**src/vid_raster_macros.svh**
```systemverilog
`ifndef VID_RASTER_MACROS_SVH
`define VID_RASTER_MACROS_SVH

//////////////////////////////////////////////////////////////////////
// Raster counters
//////////////////////////////////////////////////////////////////////

// Pixel and line counter width, covers the largest total (SXGA 1688)
`define VID_CNT_W        11

//////////////////////////////////////////////////////////////////////
// Aux data words
//////////////////////////////////////////////////////////////////////

`define AUX_COL_W        12   // Start column field, upper half of word
`define AUX_DATA_W       12   // Payload field, lower half of word

// Cycles of aux enable per word
`define AUX_BURST_LEN    32

// Aux word FIFO entries, power of two
`define AUX_FIFO_DEPTH   16

//////////////////////////////////////////////////////////////////////
// Format switch codes
//////////////////////////////////////////////////////////////////////

`define SW_VGA           4'b0000  // 640x480, negative sync
`define SW_SVGA          4'b0001  // 800x600
`define SW_XGA           4'b0011  // 1024x768, negative sync
`define SW_HD720         4'b0010  // 1280x720, also the fallback
`define SW_SXGA          4'b1000  // 1280x1024
`define SW_CAMERA        4'b1001  // 1280x720 with camera porches

// Any other code falls back to HD720

`endif
```
**src/vid_raster_pkg.sv**
```systemverilog
`include "vid_raster_macros.svh"

package vid_raster_pkg;

	//////////////////////////////////////////////////////////////////////
	// Enumerations
	//////////////////////////////////////////////////////////////////////

	typedef enum logic [2:0] {
		FMT_VGA,
		FMT_SVGA,
		FMT_XGA,
		FMT_HD720,
		FMT_SXGA,
		FMT_CAMERA
	} video_format_e;

	// Aux scheduler FSM
	typedef enum logic [1:0] {
		IDLE,   // Waiting for a word in the FIFO
		LOAD,   // FIFO read data arriving
		WAIT,   // Hunting for the start column in blanking
		BURST   // Aux enable running
	} aux_state_e;

	//////////////////////////////////////////////////////////////////////
	// Structs
	//////////////////////////////////////////////////////////////////////

	typedef struct packed {
		logic [`VID_CNT_W-1:0] h_active;   // Live pixels
		logic [`VID_CNT_W-1:0] h_front;
		logic [`VID_CNT_W-1:0] h_sync;     // Hsync pulse width
		logic [`VID_CNT_W-1:0] h_back;
		logic [`VID_CNT_W-1:0] v_active;   // Live lines
		logic [`VID_CNT_W-1:0] v_front;
		logic [`VID_CNT_W-1:0] v_sync;     // Vsync pulse width
		logic [`VID_CNT_W-1:0] v_back;
		logic                  neg_pol;    // Sync active low
	} raster_timing_t;

	typedef struct packed {
		logic                  hsync;
		logic                  vsync;
		logic                  de;
		logic [`VID_CNT_W-1:0] hcount;
		logic [`VID_CNT_W-1:0] vcount;
	} video_out_t;

	typedef struct packed {
		logic [`AUX_COL_W-1:0]  col;    // Burst start column
		logic [`AUX_DATA_W-1:0] data;
	} aux_word_t;

	//////////////////////////////////////////////////////////////////////
	// Format lookup
	//////////////////////////////////////////////////////////////////////

	// Order: h act/fp/sync/bp, v act/fp/sync/bp, negative polarity
	function automatic raster_timing_t timing_of(video_format_e fmt);
		raster_timing_t t;
		case (fmt)
			FMT_VGA:    t = '{11'd640, 11'd16, 11'd96, 11'd48, 11'd480, 11'd11, 11'd2, 11'd31, 1'b1};
			FMT_SVGA:   t = '{11'd800, 11'd40, 11'd128, 11'd88, 11'd600, 11'd1, 11'd4, 11'd23, 1'b0};
			FMT_XGA:    t = '{11'd1024, 11'd24, 11'd136, 11'd160, 11'd768, 11'd3, 11'd6, 11'd29, 1'b1};
			FMT_SXGA:   t = '{11'd1280, 11'd48, 11'd112, 11'd248, 11'd1024, 11'd1, 11'd3, 11'd38, 1'b0};
			FMT_CAMERA: t = '{11'd1280, 11'd110, 11'd39, 11'd220, 11'd720, 11'd4, 11'd4, 11'd22, 1'b0};
			default:    t = '{11'd1280, 11'd110, 11'd40, 11'd220, 11'd720, 11'd5, 11'd5, 11'd20, 1'b0};
		endcase
		return t;
	endfunction

	function automatic video_format_e code_to_format(logic [3:0] code);
		case (code)
			`SW_VGA:    return FMT_VGA;
			`SW_SVGA:   return FMT_SVGA;
			`SW_XGA:    return FMT_XGA;
			`SW_SXGA:   return FMT_SXGA;
			`SW_CAMERA: return FMT_CAMERA;
			default:    return FMT_HD720;  // SW_HD720 and unlisted codes
		endcase
	endfunction

endpackage

```
**src/vid_raster_top.sv**
```systemverilog
`timescale 1ns/100ps
`include "vid_raster_macros.svh"

module vid_raster_top (
	input  logic                       clk50m_bufg,
	input  logic                       RSTBTN,
	input  logic [3:0]                 format_code,
	input  logic                       aux_wr,       // Single-cycle write strobe
	input  vid_raster_pkg::aux_word_t  aux_din,
	output vid_raster_pkg::video_out_t video,
	output logic                       ade,
	output logic [`AUX_DATA_W-1:0]     aux_data,
	output logic                       aux_overflow
);
	import vid_raster_pkg::*;

	// FIFO to scheduler
	aux_word_t rd_dout;
	logic      rd_en;
	logic      empty;

	//////////////////////////////////////////////////////////////////////
	// Raster timing, aux FIFO, aux scheduler
	//////////////////////////////////////////////////////////////////////

	raster_timing raster_timing_i (
		.clk50m_bufg (clk50m_bufg),
		.RSTBTN      (RSTBTN),
		.format_code (format_code),
		.video       (video)        // Also feeds the scheduler
	);

	aux_fifo aux_fifo_i (
		.clk50m_bufg  (clk50m_bufg),
		.RSTBTN       (RSTBTN),
		.aux_wr       (aux_wr),
		.aux_din      (aux_din),
		.rd_en        (rd_en),
		.rd_dout      (rd_dout),
		.empty        (empty),
		.aux_overflow (aux_overflow)
	);

	aux_scheduler aux_scheduler_i (
		.clk50m_bufg (clk50m_bufg),
		.RSTBTN      (RSTBTN),
		.video       (video),
		.empty       (empty),
		.rd_dout     (rd_dout),
		.rd_en       (rd_en),
		.ade         (ade),
		.aux_data    (aux_data)
	);

endmodule

```
**src/aux_scheduler.sv**
```systemverilog
`timescale 1ns/100ps
`include "vid_raster_macros.svh"

module aux_scheduler (
	input  logic                       clk50m_bufg,
	input  logic                       RSTBTN,
	input  vid_raster_pkg::video_out_t video,
	input  logic                       empty,
	input  vid_raster_pkg::aux_word_t  rd_dout,
	output logic                       rd_en,
	output logic                       ade,
	output logic [`AUX_DATA_W-1:0]     aux_data
);
	import vid_raster_pkg::*;

	localparam int BURST_W = $clog2(`AUX_BURST_LEN);
	localparam logic [BURST_W-1:0] BURST_LAST = BURST_W'(`AUX_BURST_LEN - 1);

	aux_state_e         state;
	aux_word_t          word_q;     // Word being placed
	logic [BURST_W-1:0] burst_cnt;  // Burst cycles done so far
	logic               col_hit;
	logic               start;

	//////////////////////////////////////////////////////////////////////
	// Column match in blanking
	//////////////////////////////////////////////////////////////////////

	assign col_hit = (`AUX_COL_W'(video.hcount) == word_q.col);
	assign start   = (state == WAIT) && !video.de && col_hit;

	// First burst cycle is the match cycle itself
	assign ade      = start || (state == BURST);
	assign aux_data = ade ? word_q.data : '0;   // Zero outside the burst

	// One pop per word, only from IDLE
	assign rd_en = (state == IDLE) && !empty;

	//////////////////////////////////////////////////////////////////////
	// FSM
	//////////////////////////////////////////////////////////////////////

	always_ff @(posedge clk50m_bufg) begin
		if (RSTBTN) begin
			state     <= IDLE;
			burst_cnt <= '0;
		end else begin
			case (state)
				IDLE: begin
					if (!empty) state <= LOAD;   // rd_en pulses here
				end
				LOAD: begin
					state <= WAIT;               // rd_dout valid now
				end
				WAIT: begin
					if (start) begin
						state     <= BURST;
						burst_cnt <= BURST_W'(1);  // Match cycle counted
					end
				end
				BURST: begin
					if (burst_cnt == BURST_LAST) begin
						state <= IDLE;           // 32nd cycle of ade
					end else begin
						burst_cnt <= burst_cnt + 1'b1;
					end
				end
			endcase
		end
	end

	// Capture popped word
	always_ff @(posedge clk50m_bufg) begin
		if (state == LOAD) begin
			word_q <= rd_dout;
		end
	end

endmodule

```
**src/aux_fifo.sv**
```systemverilog
`timescale 1ns/100ps
`include "vid_raster_macros.svh"

module aux_fifo (
	input  logic                      clk50m_bufg,
	input  logic                      RSTBTN,
	input  logic                      aux_wr,
	input  vid_raster_pkg::aux_word_t aux_din,
	input  logic                      rd_en,
	output vid_raster_pkg::aux_word_t rd_dout,
	output logic                      empty,
	output logic                      aux_overflow
);
	import vid_raster_pkg::*;

	localparam int PTR_W = $clog2(`AUX_FIFO_DEPTH);

	aux_word_t        mem [`AUX_FIFO_DEPTH];
	logic [PTR_W-1:0] wr_ptr;
	logic [PTR_W-1:0] rd_ptr;
	logic [PTR_W:0]   count;    // One spare bit to hold the full count
	logic             full;
	logic             do_wr;
	logic             do_rd;

	assign full  = count[PTR_W];          // Only set at full depth
	assign empty = (count == '0);
	assign do_wr = aux_wr && !full;       // Write to full FIFO is lost
	assign do_rd = rd_en && !empty;

	//////////////////////////////////////////////////////////////////////
	// Storage and registered read port
	//////////////////////////////////////////////////////////////////////

	always_ff @(posedge clk50m_bufg) begin
		if (do_wr) begin
			mem[wr_ptr] <= aux_din;
		end
		if (do_rd) begin
			rd_dout <= mem[rd_ptr];   // Valid the cycle after rd_en
		end
	end

	//////////////////////////////////////////////////////////////////////
	// Pointers, fill count, overflow
	//////////////////////////////////////////////////////////////////////

	always_ff @(posedge clk50m_bufg) begin
		if (RSTBTN) begin
			wr_ptr       <= '0;
			rd_ptr       <= '0;
			count        <= '0;
			aux_overflow <= 1'b0;
		end else begin
			if (do_wr) wr_ptr <= wr_ptr + 1'b1;
			if (do_rd) rd_ptr <= rd_ptr + 1'b1;
			case ({do_wr, do_rd})
				2'b10:   count <= count + 1'b1;
				2'b01:   count <= count - 1'b1;
				default: count <= count;    // Idle or both, no change
			endcase
			// Sticky until reset
			if (aux_wr && full) begin
				aux_overflow <= 1'b1;
			end
		end
	end

endmodule

```
**src/raster_timing.sv**
```systemverilog
`timescale 1ns/100ps
`include "vid_raster_macros.svh"

module raster_timing (
	input  logic                       clk50m_bufg,
	input  logic                       RSTBTN,
	input  logic [3:0]                 format_code,
	output vid_raster_pkg::video_out_t video
);
	import vid_raster_pkg::*;

	localparam logic [`VID_CNT_W-1:0] CNT_ZERO = `VID_CNT_W'd0;
	localparam logic [`VID_CNT_W-1:0] CNT_ONE  = `VID_CNT_W'd1;

	//////////////////////////////////////////////////////////////////////
	// Format selection
	//////////////////////////////////////////////////////////////////////

	logic [3:0]     code_q;     // Switch code, sampled every cycle
	logic [3:0]     cur_code;   // Code behind the running format
	raster_timing_t tm;         // Timing of the running format
	logic           restart;

	// New code or reset puts the raster back at (0,0)
	assign restart = RSTBTN || (code_q != cur_code);

	//////////////////////////////////////////////////////////////////////
	// Counter limits and sync windows
	//////////////////////////////////////////////////////////////////////

	logic [`VID_CNT_W-1:0] hs_start;
	logic [`VID_CNT_W-1:0] hs_end;
	logic [`VID_CNT_W-1:0] h_last;    // Last column of a line
	logic [`VID_CNT_W-1:0] vs_start;
	logic [`VID_CNT_W-1:0] vs_end;
	logic [`VID_CNT_W-1:0] v_last;    // Last line of a frame

	assign hs_start = tm.h_active + tm.h_front;
	assign hs_end   = hs_start + tm.h_sync;
	assign h_last   = hs_end + tm.h_back - CNT_ONE;

	assign vs_start = tm.v_active + tm.v_front;
	assign vs_end   = vs_start + tm.v_sync;
	assign v_last   = vs_end + tm.v_back - CNT_ONE;

	//////////////////////////////////////////////////////////////////////
	// Pixel and line counters
	//////////////////////////////////////////////////////////////////////

	logic [`VID_CNT_W-1:0] hcnt;
	logic [`VID_CNT_W-1:0] vcnt;

	always_ff @(posedge clk50m_bufg) begin
		code_q <= format_code;    // Also runs during reset
		if (restart) begin
			cur_code <= code_q;
			tm       <= timing_of(code_to_format(code_q));
			hcnt     <= CNT_ZERO;
			vcnt     <= CNT_ZERO;
		end else if (hcnt == h_last) begin
			hcnt <= CNT_ZERO;         // End of line
			if (vcnt == v_last) begin
				vcnt <= CNT_ZERO;     // End of frame
			end else begin
				vcnt <= vcnt + CNT_ONE;
			end
		end else begin
			hcnt <= hcnt + CNT_ONE;
		end
	end

	//////////////////////////////////////////////////////////////////////
	// Sync and blank decode
	//////////////////////////////////////////////////////////////////////

	logic hs_on;    // Inside hsync window, before polarity
	logic vs_on;
	logic active;

	assign hs_on  = (hcnt >= hs_start) && (hcnt < hs_end);
	assign vs_on  = (vcnt >= vs_start) && (vcnt < vs_end);
	assign active = (hcnt < tm.h_active) && (vcnt < tm.v_active);

	// Two register stages between counters and output
	video_out_t stage1;

	always_ff @(posedge clk50m_bufg) begin
		stage1.hsync  <= hs_on ^ tm.neg_pol;  // Flip level for negative sync
		stage1.vsync  <= vs_on ^ tm.neg_pol;
		stage1.de     <= active;
		stage1.hcount <= hcnt;
		stage1.vcount <= vcnt;
		video         <= stage1;
	end

endmodule

```
**config.mk**
```make
export PLATFORM = sky130hd
export DESIGN_NAME = vid_raster_top
export DESIGN_NICKNAME = d
export VERILOG_FILES = /design/src/vid_raster_pkg.sv /design/src/vid_raster_top.sv /design/src/aux_scheduler.sv /design/src/aux_fifo.sv /design/src/raster_timing.sv
export VERILOG_INCLUDE_DIRS = /design/src
export SDC_FILE = /design/constraint.sdc
export NUM_CORES = 1
export LEC_CHECK = 0
export ABC_AREA = 1
export ABC_CLOCK_PERIOD_IN_PS = 4610
export BUFFER_PORTS_ARGS = -buffer_cell sky130_fd_sc_hd__buf_2
export CORE_AREA = 2 2 222 224
export CTS_CLUSTER_SIZE = 8
export DETAILED_ROUTE_END_ITERATION = 8
export DIE_AREA = 0 0 224 226
export PLACE_DENSITY = 0.71
export SYNTH_ARGS = -nofsm -noshare
export SYNTH_HDL_FRONTEND = slang
export SYNTH_HIERARCHICAL = 1
export SYNTH_SLANG_ARGS = --single-unit
```
**constraint.sdc**
```tcl
create_clock -name clk50m_bufg -period 4.61 [get_ports clk50m_bufg]
set_input_delay 0.461 -clock clk50m_bufg [delete_from_list [all_inputs] [get_ports clk50m_bufg]]
set_output_delay 0.461 -clock clk50m_bufg [all_outputs]
set_load 0.01 [all_outputs]
```
# [Word level (Yosys, flattened, before mapping)]
# Memories as Yosys holds them, arrays and structs flattened. A register that Yosys moved wholly into a read port is not among the register bits.
# Cells that the tools add are included.
# Widths: inputs -> output; s select.
[classes] n_mux=15 eq_ne=22 n_mul=0 div_mod_pow=0 n_bitwise=2 reduce_logical=23 order_cmp=6 shift=0 add_sub_neg=15
[op_table] op="$pmux 89 s5" n=1
[op_table] op="$add 11x11->11" n=6
[op_table] op="$lt 11x11->1" n=4
[op_table] op="$add 11x1->11 const B" n=2
[op_table] op="$eq 11x11->1" n=2
[op_table] op="$ge 11x11->1" n=2
[op_table] op="$sub 11x1->11 const B" n=2
[op_table] op="$pmux 5 s2" n=2
[op_table] op="$pmux 3 s5" n=1
[op_table] op="$eq 11x12->1" n=1
[op_table] op="$mux 12" n=1
[op_table] op="$mux 11" n=1
[op_table] op="$add 5x1->5 const B" n=2
[op_table] op="$mux 5" n=2
[op_table] op="$logic_and 1x1->1" n=9
[op_table] op="$add 4x1->4 const B" n=2
[op_table] op="$eq 4x4->1 const B" n=2
[op_table] op="$pmux 2 s4" n=1
[op_table] op="$eq 2x2->1 const B" n=3
[op_table] op="$eq 3x3->1 const B" n=2
[op_table] op="$mux 2" n=3
[op_table] op="$ne 2x2->1 const B" n=3
[op_table] op="$reduce_and 3->1" n=2
[op_table] op="$eq 5x5->1 const B" n=1
[op_table] op="19 further kinds" n=26
[totals] mem_count=1 inputBits=31 ramBits=384 out_inout_bits=39 regBits=214 latchBits=0 rom_bits=0 elab_cells=115
[memory_table] memory="aux_fifo_i.mem" words=16 word_bits=24 read_ports=1 rd_clocked_by_memory_dff=1 wr=1 line="aux_fifo.sv:18" text="aux_word_t mem [`AUX_FIFO_DEPTH];"

# [Depth between registers and ports, before layout]
[depth] depth_word=6 depth_mapped=28 depth_no_buf=27

# [Hierarchy]
# The synthesis kept the hierarchy.
[modules_own_cells] mod="aux_fifo" cells_per_inst=1708 seq_area_each_um2=12532.0 area_each_um2=18102.4 instances=1
[modules_own_cells] mod="raster_timing" cells_per_inst=860 seq_area_each_um2=2362.3 area_each_um2=6710.2 instances=1
[modules_own_cells] mod="aux_scheduler" cells_per_inst=149 seq_area_each_um2=860.8 area_each_um2=1443.9 instances=1

# [Least setup slack after synthesis]
# Ideal clock, no wire load.
[synth_timing] kind="flip-flop to flip-flop" startpoint="reg raster_timing_i/tm[86] in the netlist's numbering" endpoint="reg raster_timing_i.vcnt[5]" stages_incl_launch_ff=24 arrival_ns=3.531 path_slack_ns=0.965 required_ns=4.495 period_less_slack_ns=3.645 path_cell_list="edfxtp_1 > ha_1 > ha_1 > xor2_1 > ha_1 > nand2_1 > nor2_1 > nand2_1 > nand3_1 > xor2_1 > inv_1 > ha_1 > a21o_1 > a31oi_1 > nand4_1 > nand2_1 > inv_1 > nand3_2 > nand3_1 > nor2_4 > buf_6 > nand4_1 > nand2_1 > nor2_2"
[synth_between] elab_chain_len=5
[synth_rtl] element="from (decl)" line="raster_timing.sv:21" text="raster_timing_t tm;"
[synth_rtl] element="from (signal assigned)" line="raster_timing.sv:57" text="tm <= timing_of(code_to_format(code_q));"
[synth_rtl] element="$add 11x11->11" line="raster_timing.sv:38" text="assign hs_start = tm.h_active + tm.h_front;"
[synth_rtl] element="$add 11x11->11" line="raster_timing.sv:39" text="assign hs_end = hs_start + tm.h_sync;"
[synth_rtl] element="$add 11x11->11" line="raster_timing.sv:40" text="assign h_last = hs_end + tm.h_back - CNT_ONE;"
[synth_rtl] element="$sub 11x1->11" line="raster_timing.sv:40"
[synth_rtl] element="$eq 11x11->1" line="raster_timing.sv:60" text="end else if (hcnt == h_last) begin"
[synth_rtl] element="to (signal assigned)" line="raster_timing.sv:65" text="vcnt <= vcnt + CNT_ONE;"
[synth_rtl] element="to (decl)" line="raster_timing.sv:51" text="logic [`VID_CNT_W-1:0] vcnt;"
# Every way passes these cells.
# A chain may end at the register's enable or synchronous reset.

# [Worst setup path after layout]
[layout_timing] startpoint="reg raster_timing_i/tm[83] in the netlist's numbering" endpoint="reg raster_timing_i.vcnt[7]"
# Same word-level chain as after synthesis.

==> flow_summary_export.csv <==
group,metric,value,unit
run_status,result_of_the_run,"finished, violations left",
run_status,violations,"DRC",
logic_synthesis,synth_area_leader_cell,"sky130_fd_sc_hd__edfxtp_1",
layout,multiInputGateArea,0.00819,sq mm
clocking,worstSkewPairLatency,630,ps
floorplan,die-width,224,um
worst_setup_path,cp_common_cell,"sky130_fd_sc_hd__ha_1",
grt,grt_start_max_net_pins,75,
worst_setup_path,worstRegToRegCells,22,
worst_setup_path,critical_path.reg2reg.startpoint,"raster_timing_i/tm[83]",
route,drt-wirelength-per-cell,18.3,um
placed_design,io_buffers,69,
layout,seq_area,0.0158,sq mm
route,initialDrtViolationCount,1662,
min_path,whs_path_depth,3,
placed_design,dp_hpwl,37400,um
logic_synthesis,mappedNetlistArea,0.0263,sq mm
clocking,cts_buffer_depth,3,
clocking,cts_sinks,557,
layout,filler_cell_count,3859,
route,first_pass_iters,9,
worst_setup_path,sequence_of_cells_on_the_critical_path,"ha_1 -> ha_1 -> xor2_1 -> ha_1 -> nand2_1 -> nor2_1 -> nand2_1 -> nand3_1 -> xor2_1 -> inv_1 -> ha_1 -> a21o_1 -> a31oi_1 -> nand4_1 -> nand2_1 -> inv_1 -> nand3_2 -> nand3_1 -> nor2_4 -> nand3_4 -> nand2_8 -> nor2_2",
clocking,cts_h_tree_depth,3,
pwr,total_power,0.0151,W
worst_setup_path,critPathRequiredTime,5110,ps
timing,worst_clock_skew,24.4,ps
clocking,tritoncts,"done",
grt,grt_util_all_layers,25.4,%
floorplan,rows,81,
timing,final_min_period_over_clock_period,93.7,%
route,postRouteAntennaNets,0,
logic_synthesis,post-synth-top-count-cell,"sky130_fd_sc_hd__nand2_1",
min_path,worst_hold_path_type,"in2reg",
worst_setup_path,timing.critical_path.fanout_max,12,
logic_synthesis,proportion_of_synthesized_chip_area_in_sequential_cells,60.0,%
worst_setup_path,worst-r2r-setup-slack,290,ps
pwr,p_leak,12.9,nW
layout,layout.core_utilization,60.8,%
timing,report.final.slew_viol_count,0,
placed_design,placed_cells,3344,
layout,drive_above_1_share,8.95,%
clocking,clock_tree.root_cell,"sky130_fd_sc_hd__clkbuf_16",
logic_synthesis,syn-mean-instance-area,9.66,sq um
grt,leftover_overflow_at_the_end_of_global_routing,0,
floorplan,die-area,0.0506,sq mm
timing,tightestPinTransition,1210,ps
worst_setup_path,cp_top_family,"simple AND/OR/NAND/NOR gates",
grt,via_count_of_the_first_global_routing_pass,18300,
timing,grt_setup_unrepaired,"no",
floorplan,floorplan.initialDensity,54.3,%
logic_synthesis,syn-num-nets,2855,
timing,period_minus_slack,4320,ps
logic_synthesis,dominantRegCellSynth,"sky130_fd_sc_hd__edfxtp_1",
worst_setup_path,worstSetupStartpointType,"flip-flop",
clocking,path_clk_slew,50,ps
logic_synthesis,ys_warn_count,6,
min_path,min_to,"aux_fifo_i/aux_overflow",
worst_setup_path,worst_path_largest_cell_delay,470,ps
logic_synthesis,total_of_flip_flops_plus_latches_after_synthesis,557,
route,drt-vias-per-instance,5.36,
grt,initial_antenna_violation_count,10,
timing,finalHoldViolCount,0,
pwr,power_density,515,mW/mm^2
placed_design,place_congestion,0.892,
logic_synthesis,synth_common_cells,"762 x sky130_fd_sc_hd__nand2_1, 475 x sky130_fd_sc_hd__inv_1, 460 x sky130_fd_sc_hd__edfxtp_1",
logic_synthesis,synth_enable_flop_cells,460,
floorplan,die_height,226,um
timing,slew_headroom,19.1,%
logic_synthesis,synth_cell_type_count,52,
floorplan,core_area,0.0483,sq mm
job,max_cap_viol_count,0,
timing,totalNegativeSetupSlack,0,ps
layout,area_growth,12.0,%
logic_synthesis,netlist_instances,2717,
worst_setup_path,timing.setup.critical_path_class,"reg2reg",
worst_setup_path,setup.worst_path.end_class,"flip-flop",
route,drc_errors,1,
timing,setup_viol,0,
timing,fmaxAchievable,231,MHz
clocking,numCtsBuffers,79,
layout,final_cell_count_no_fill,3474,
route,wl,63400,um
route,vias,18600,
floorplan,boundaryPins,70,
logic_synthesis,synth_area_leaders,"sky130_fd_sc_hd__edfxtp_1 53%, sky130_fd_sc_hd__nand2_1 11%, sky130_fd_sc_hd__dfxtp_1 7.4%",
pwr,power.ir.vdd_worst,488,uV
worst_setup_path,worst_r2r_endpoint,"raster_timing_i/vcnt[7]",
worst_setup_path,worstPathBufferInverterCount,2,
logic_synthesis,synth_top_area_share,52.6,%
layout,final_net_count,2945,
logic_synthesis,asyncSetResetFlopFracSynth,0,%
worst_setup_path,cpMaxStageDelayCell,"sky130_fd_sc_hd__edfxtp_1",
grt,grt_pass1_wl,98300,um
worst_setup_path,arrival,4830,ps
min_path,timing.hold.worst.start,"aux_wr",
[worst max-delay path by stage]
stage                                    to  slack [ps]                   start  depth (start not counted)
floorplan           raster_timing_i/vcnt[5]         960  raster_timing_i/tm[86]                         23
global placement    raster_timing_i/vcnt[2]         410  raster_timing_i/tm[58]                         23
detailed placement  raster_timing_i/vcnt[4]         330  raster_timing_i/tm[58]                         23
CTS                 raster_timing_i/vcnt[4]         310  raster_timing_i/tm[58]                         23
global route        raster_timing_i/vcnt[4]           6  raster_timing_i/tm[83]                         24
finish              raster_timing_i/vcnt[7]         290  raster_timing_i/tm[83]                         22
[per-stage QoR]
stage / instance area [sq um] / hold WS, ps / setup slack [ps]
CTS: 29400 / 85.8 / 309
global route: 29400 / 103 / 6.12
global placement: 27100 / 310 / 409
finish: 29400 / 106 / 288
detailed placement: 27100 / 312 / 333
floorplan: 26300 / 310 / 965
[final cells by class]
type	count	share of cell area (%)
sequential	557	53.6
multi-input combinational	1588	27.9
clock buffer	117	7.28
inverter	488	6.25
tap	622	2.65
timing repair buffer	93	1.86
clock inverter	7	0.477
antenna	2	0.0170
[cell families (layout without fill, tap and decap cells)]
group | count (synthesis) | count (layout) | synth area share, %
AOI/OAI and AO/OA | 104 | 104 | 2.29
xor gates and xnor gates | 36 | 36 | 1.20
adders and majority gates | 107 | 107 | 5.21
buffers and inverters | 572 | 705 | 9.22
DFF | 557 | 557 | 60.0
other | 0 | 2 | 0
and+or+nand+nor | 1341 | 1341 | 22.1
[power breakdown]
group | switching, W | internal (W)
Sequential | 0.000304 | 0.00597
Clock | 0.00214 | 0.00320
Combinational | 0.00245 | 0.00108
Total | 0.00489 | 0.0102
[registers in the layout, indices dropped and copies added (netlist names), 5 cells and up]
name	cells
aux_fifo_i/rd_dout	24
aux_fifo_i/mem	384
raster_timing_i/vcnt	11
aux_scheduler_i/burst_cnt	5
raster_timing_i/stage1	25
aux_scheduler_i/word_q	24
raster_timing_i/hcnt	11
raster_timing_i/tm	24
aux_fifo_i/count	5
raster_timing_i/video	25
[timing repair]
item	CTS	global route
resized for setup	0	4
hold endpoints to repair	4	0
hold buffers	4	0
endpoints found under the setup margin	0	18
buffers inserted	0	0
[placed cells by master (no fill, tap or decap), drive strengths merged, types with 8 or more instances in the layout]
master and n:
a21oi 48, buf 89, clkbuf 117, clkinv 8
dfxtp 97, edfxtp 460, ha 103, inv 487
nand2 777, nand3 382, nand4 19, nor2 133
nor3 14, o21ai 30, xnor2 15, xor2 21
[per-layer routing]
metal / share of wire, % / GRT usage, %
met3: 7.2 / 4.72
met2: 48 / 43.0
met4: 3.1 / 11.4
met5: 0.085 / 0
met1: 41 / 32.0
[tightest hold or removal path: cells and delay by family]
kind            cells  cell delay [ps]
compound gates      1               60
buf+inv             1               90
simple gates        1               70
Note: power is estimated with default switching activity, not from simulation.
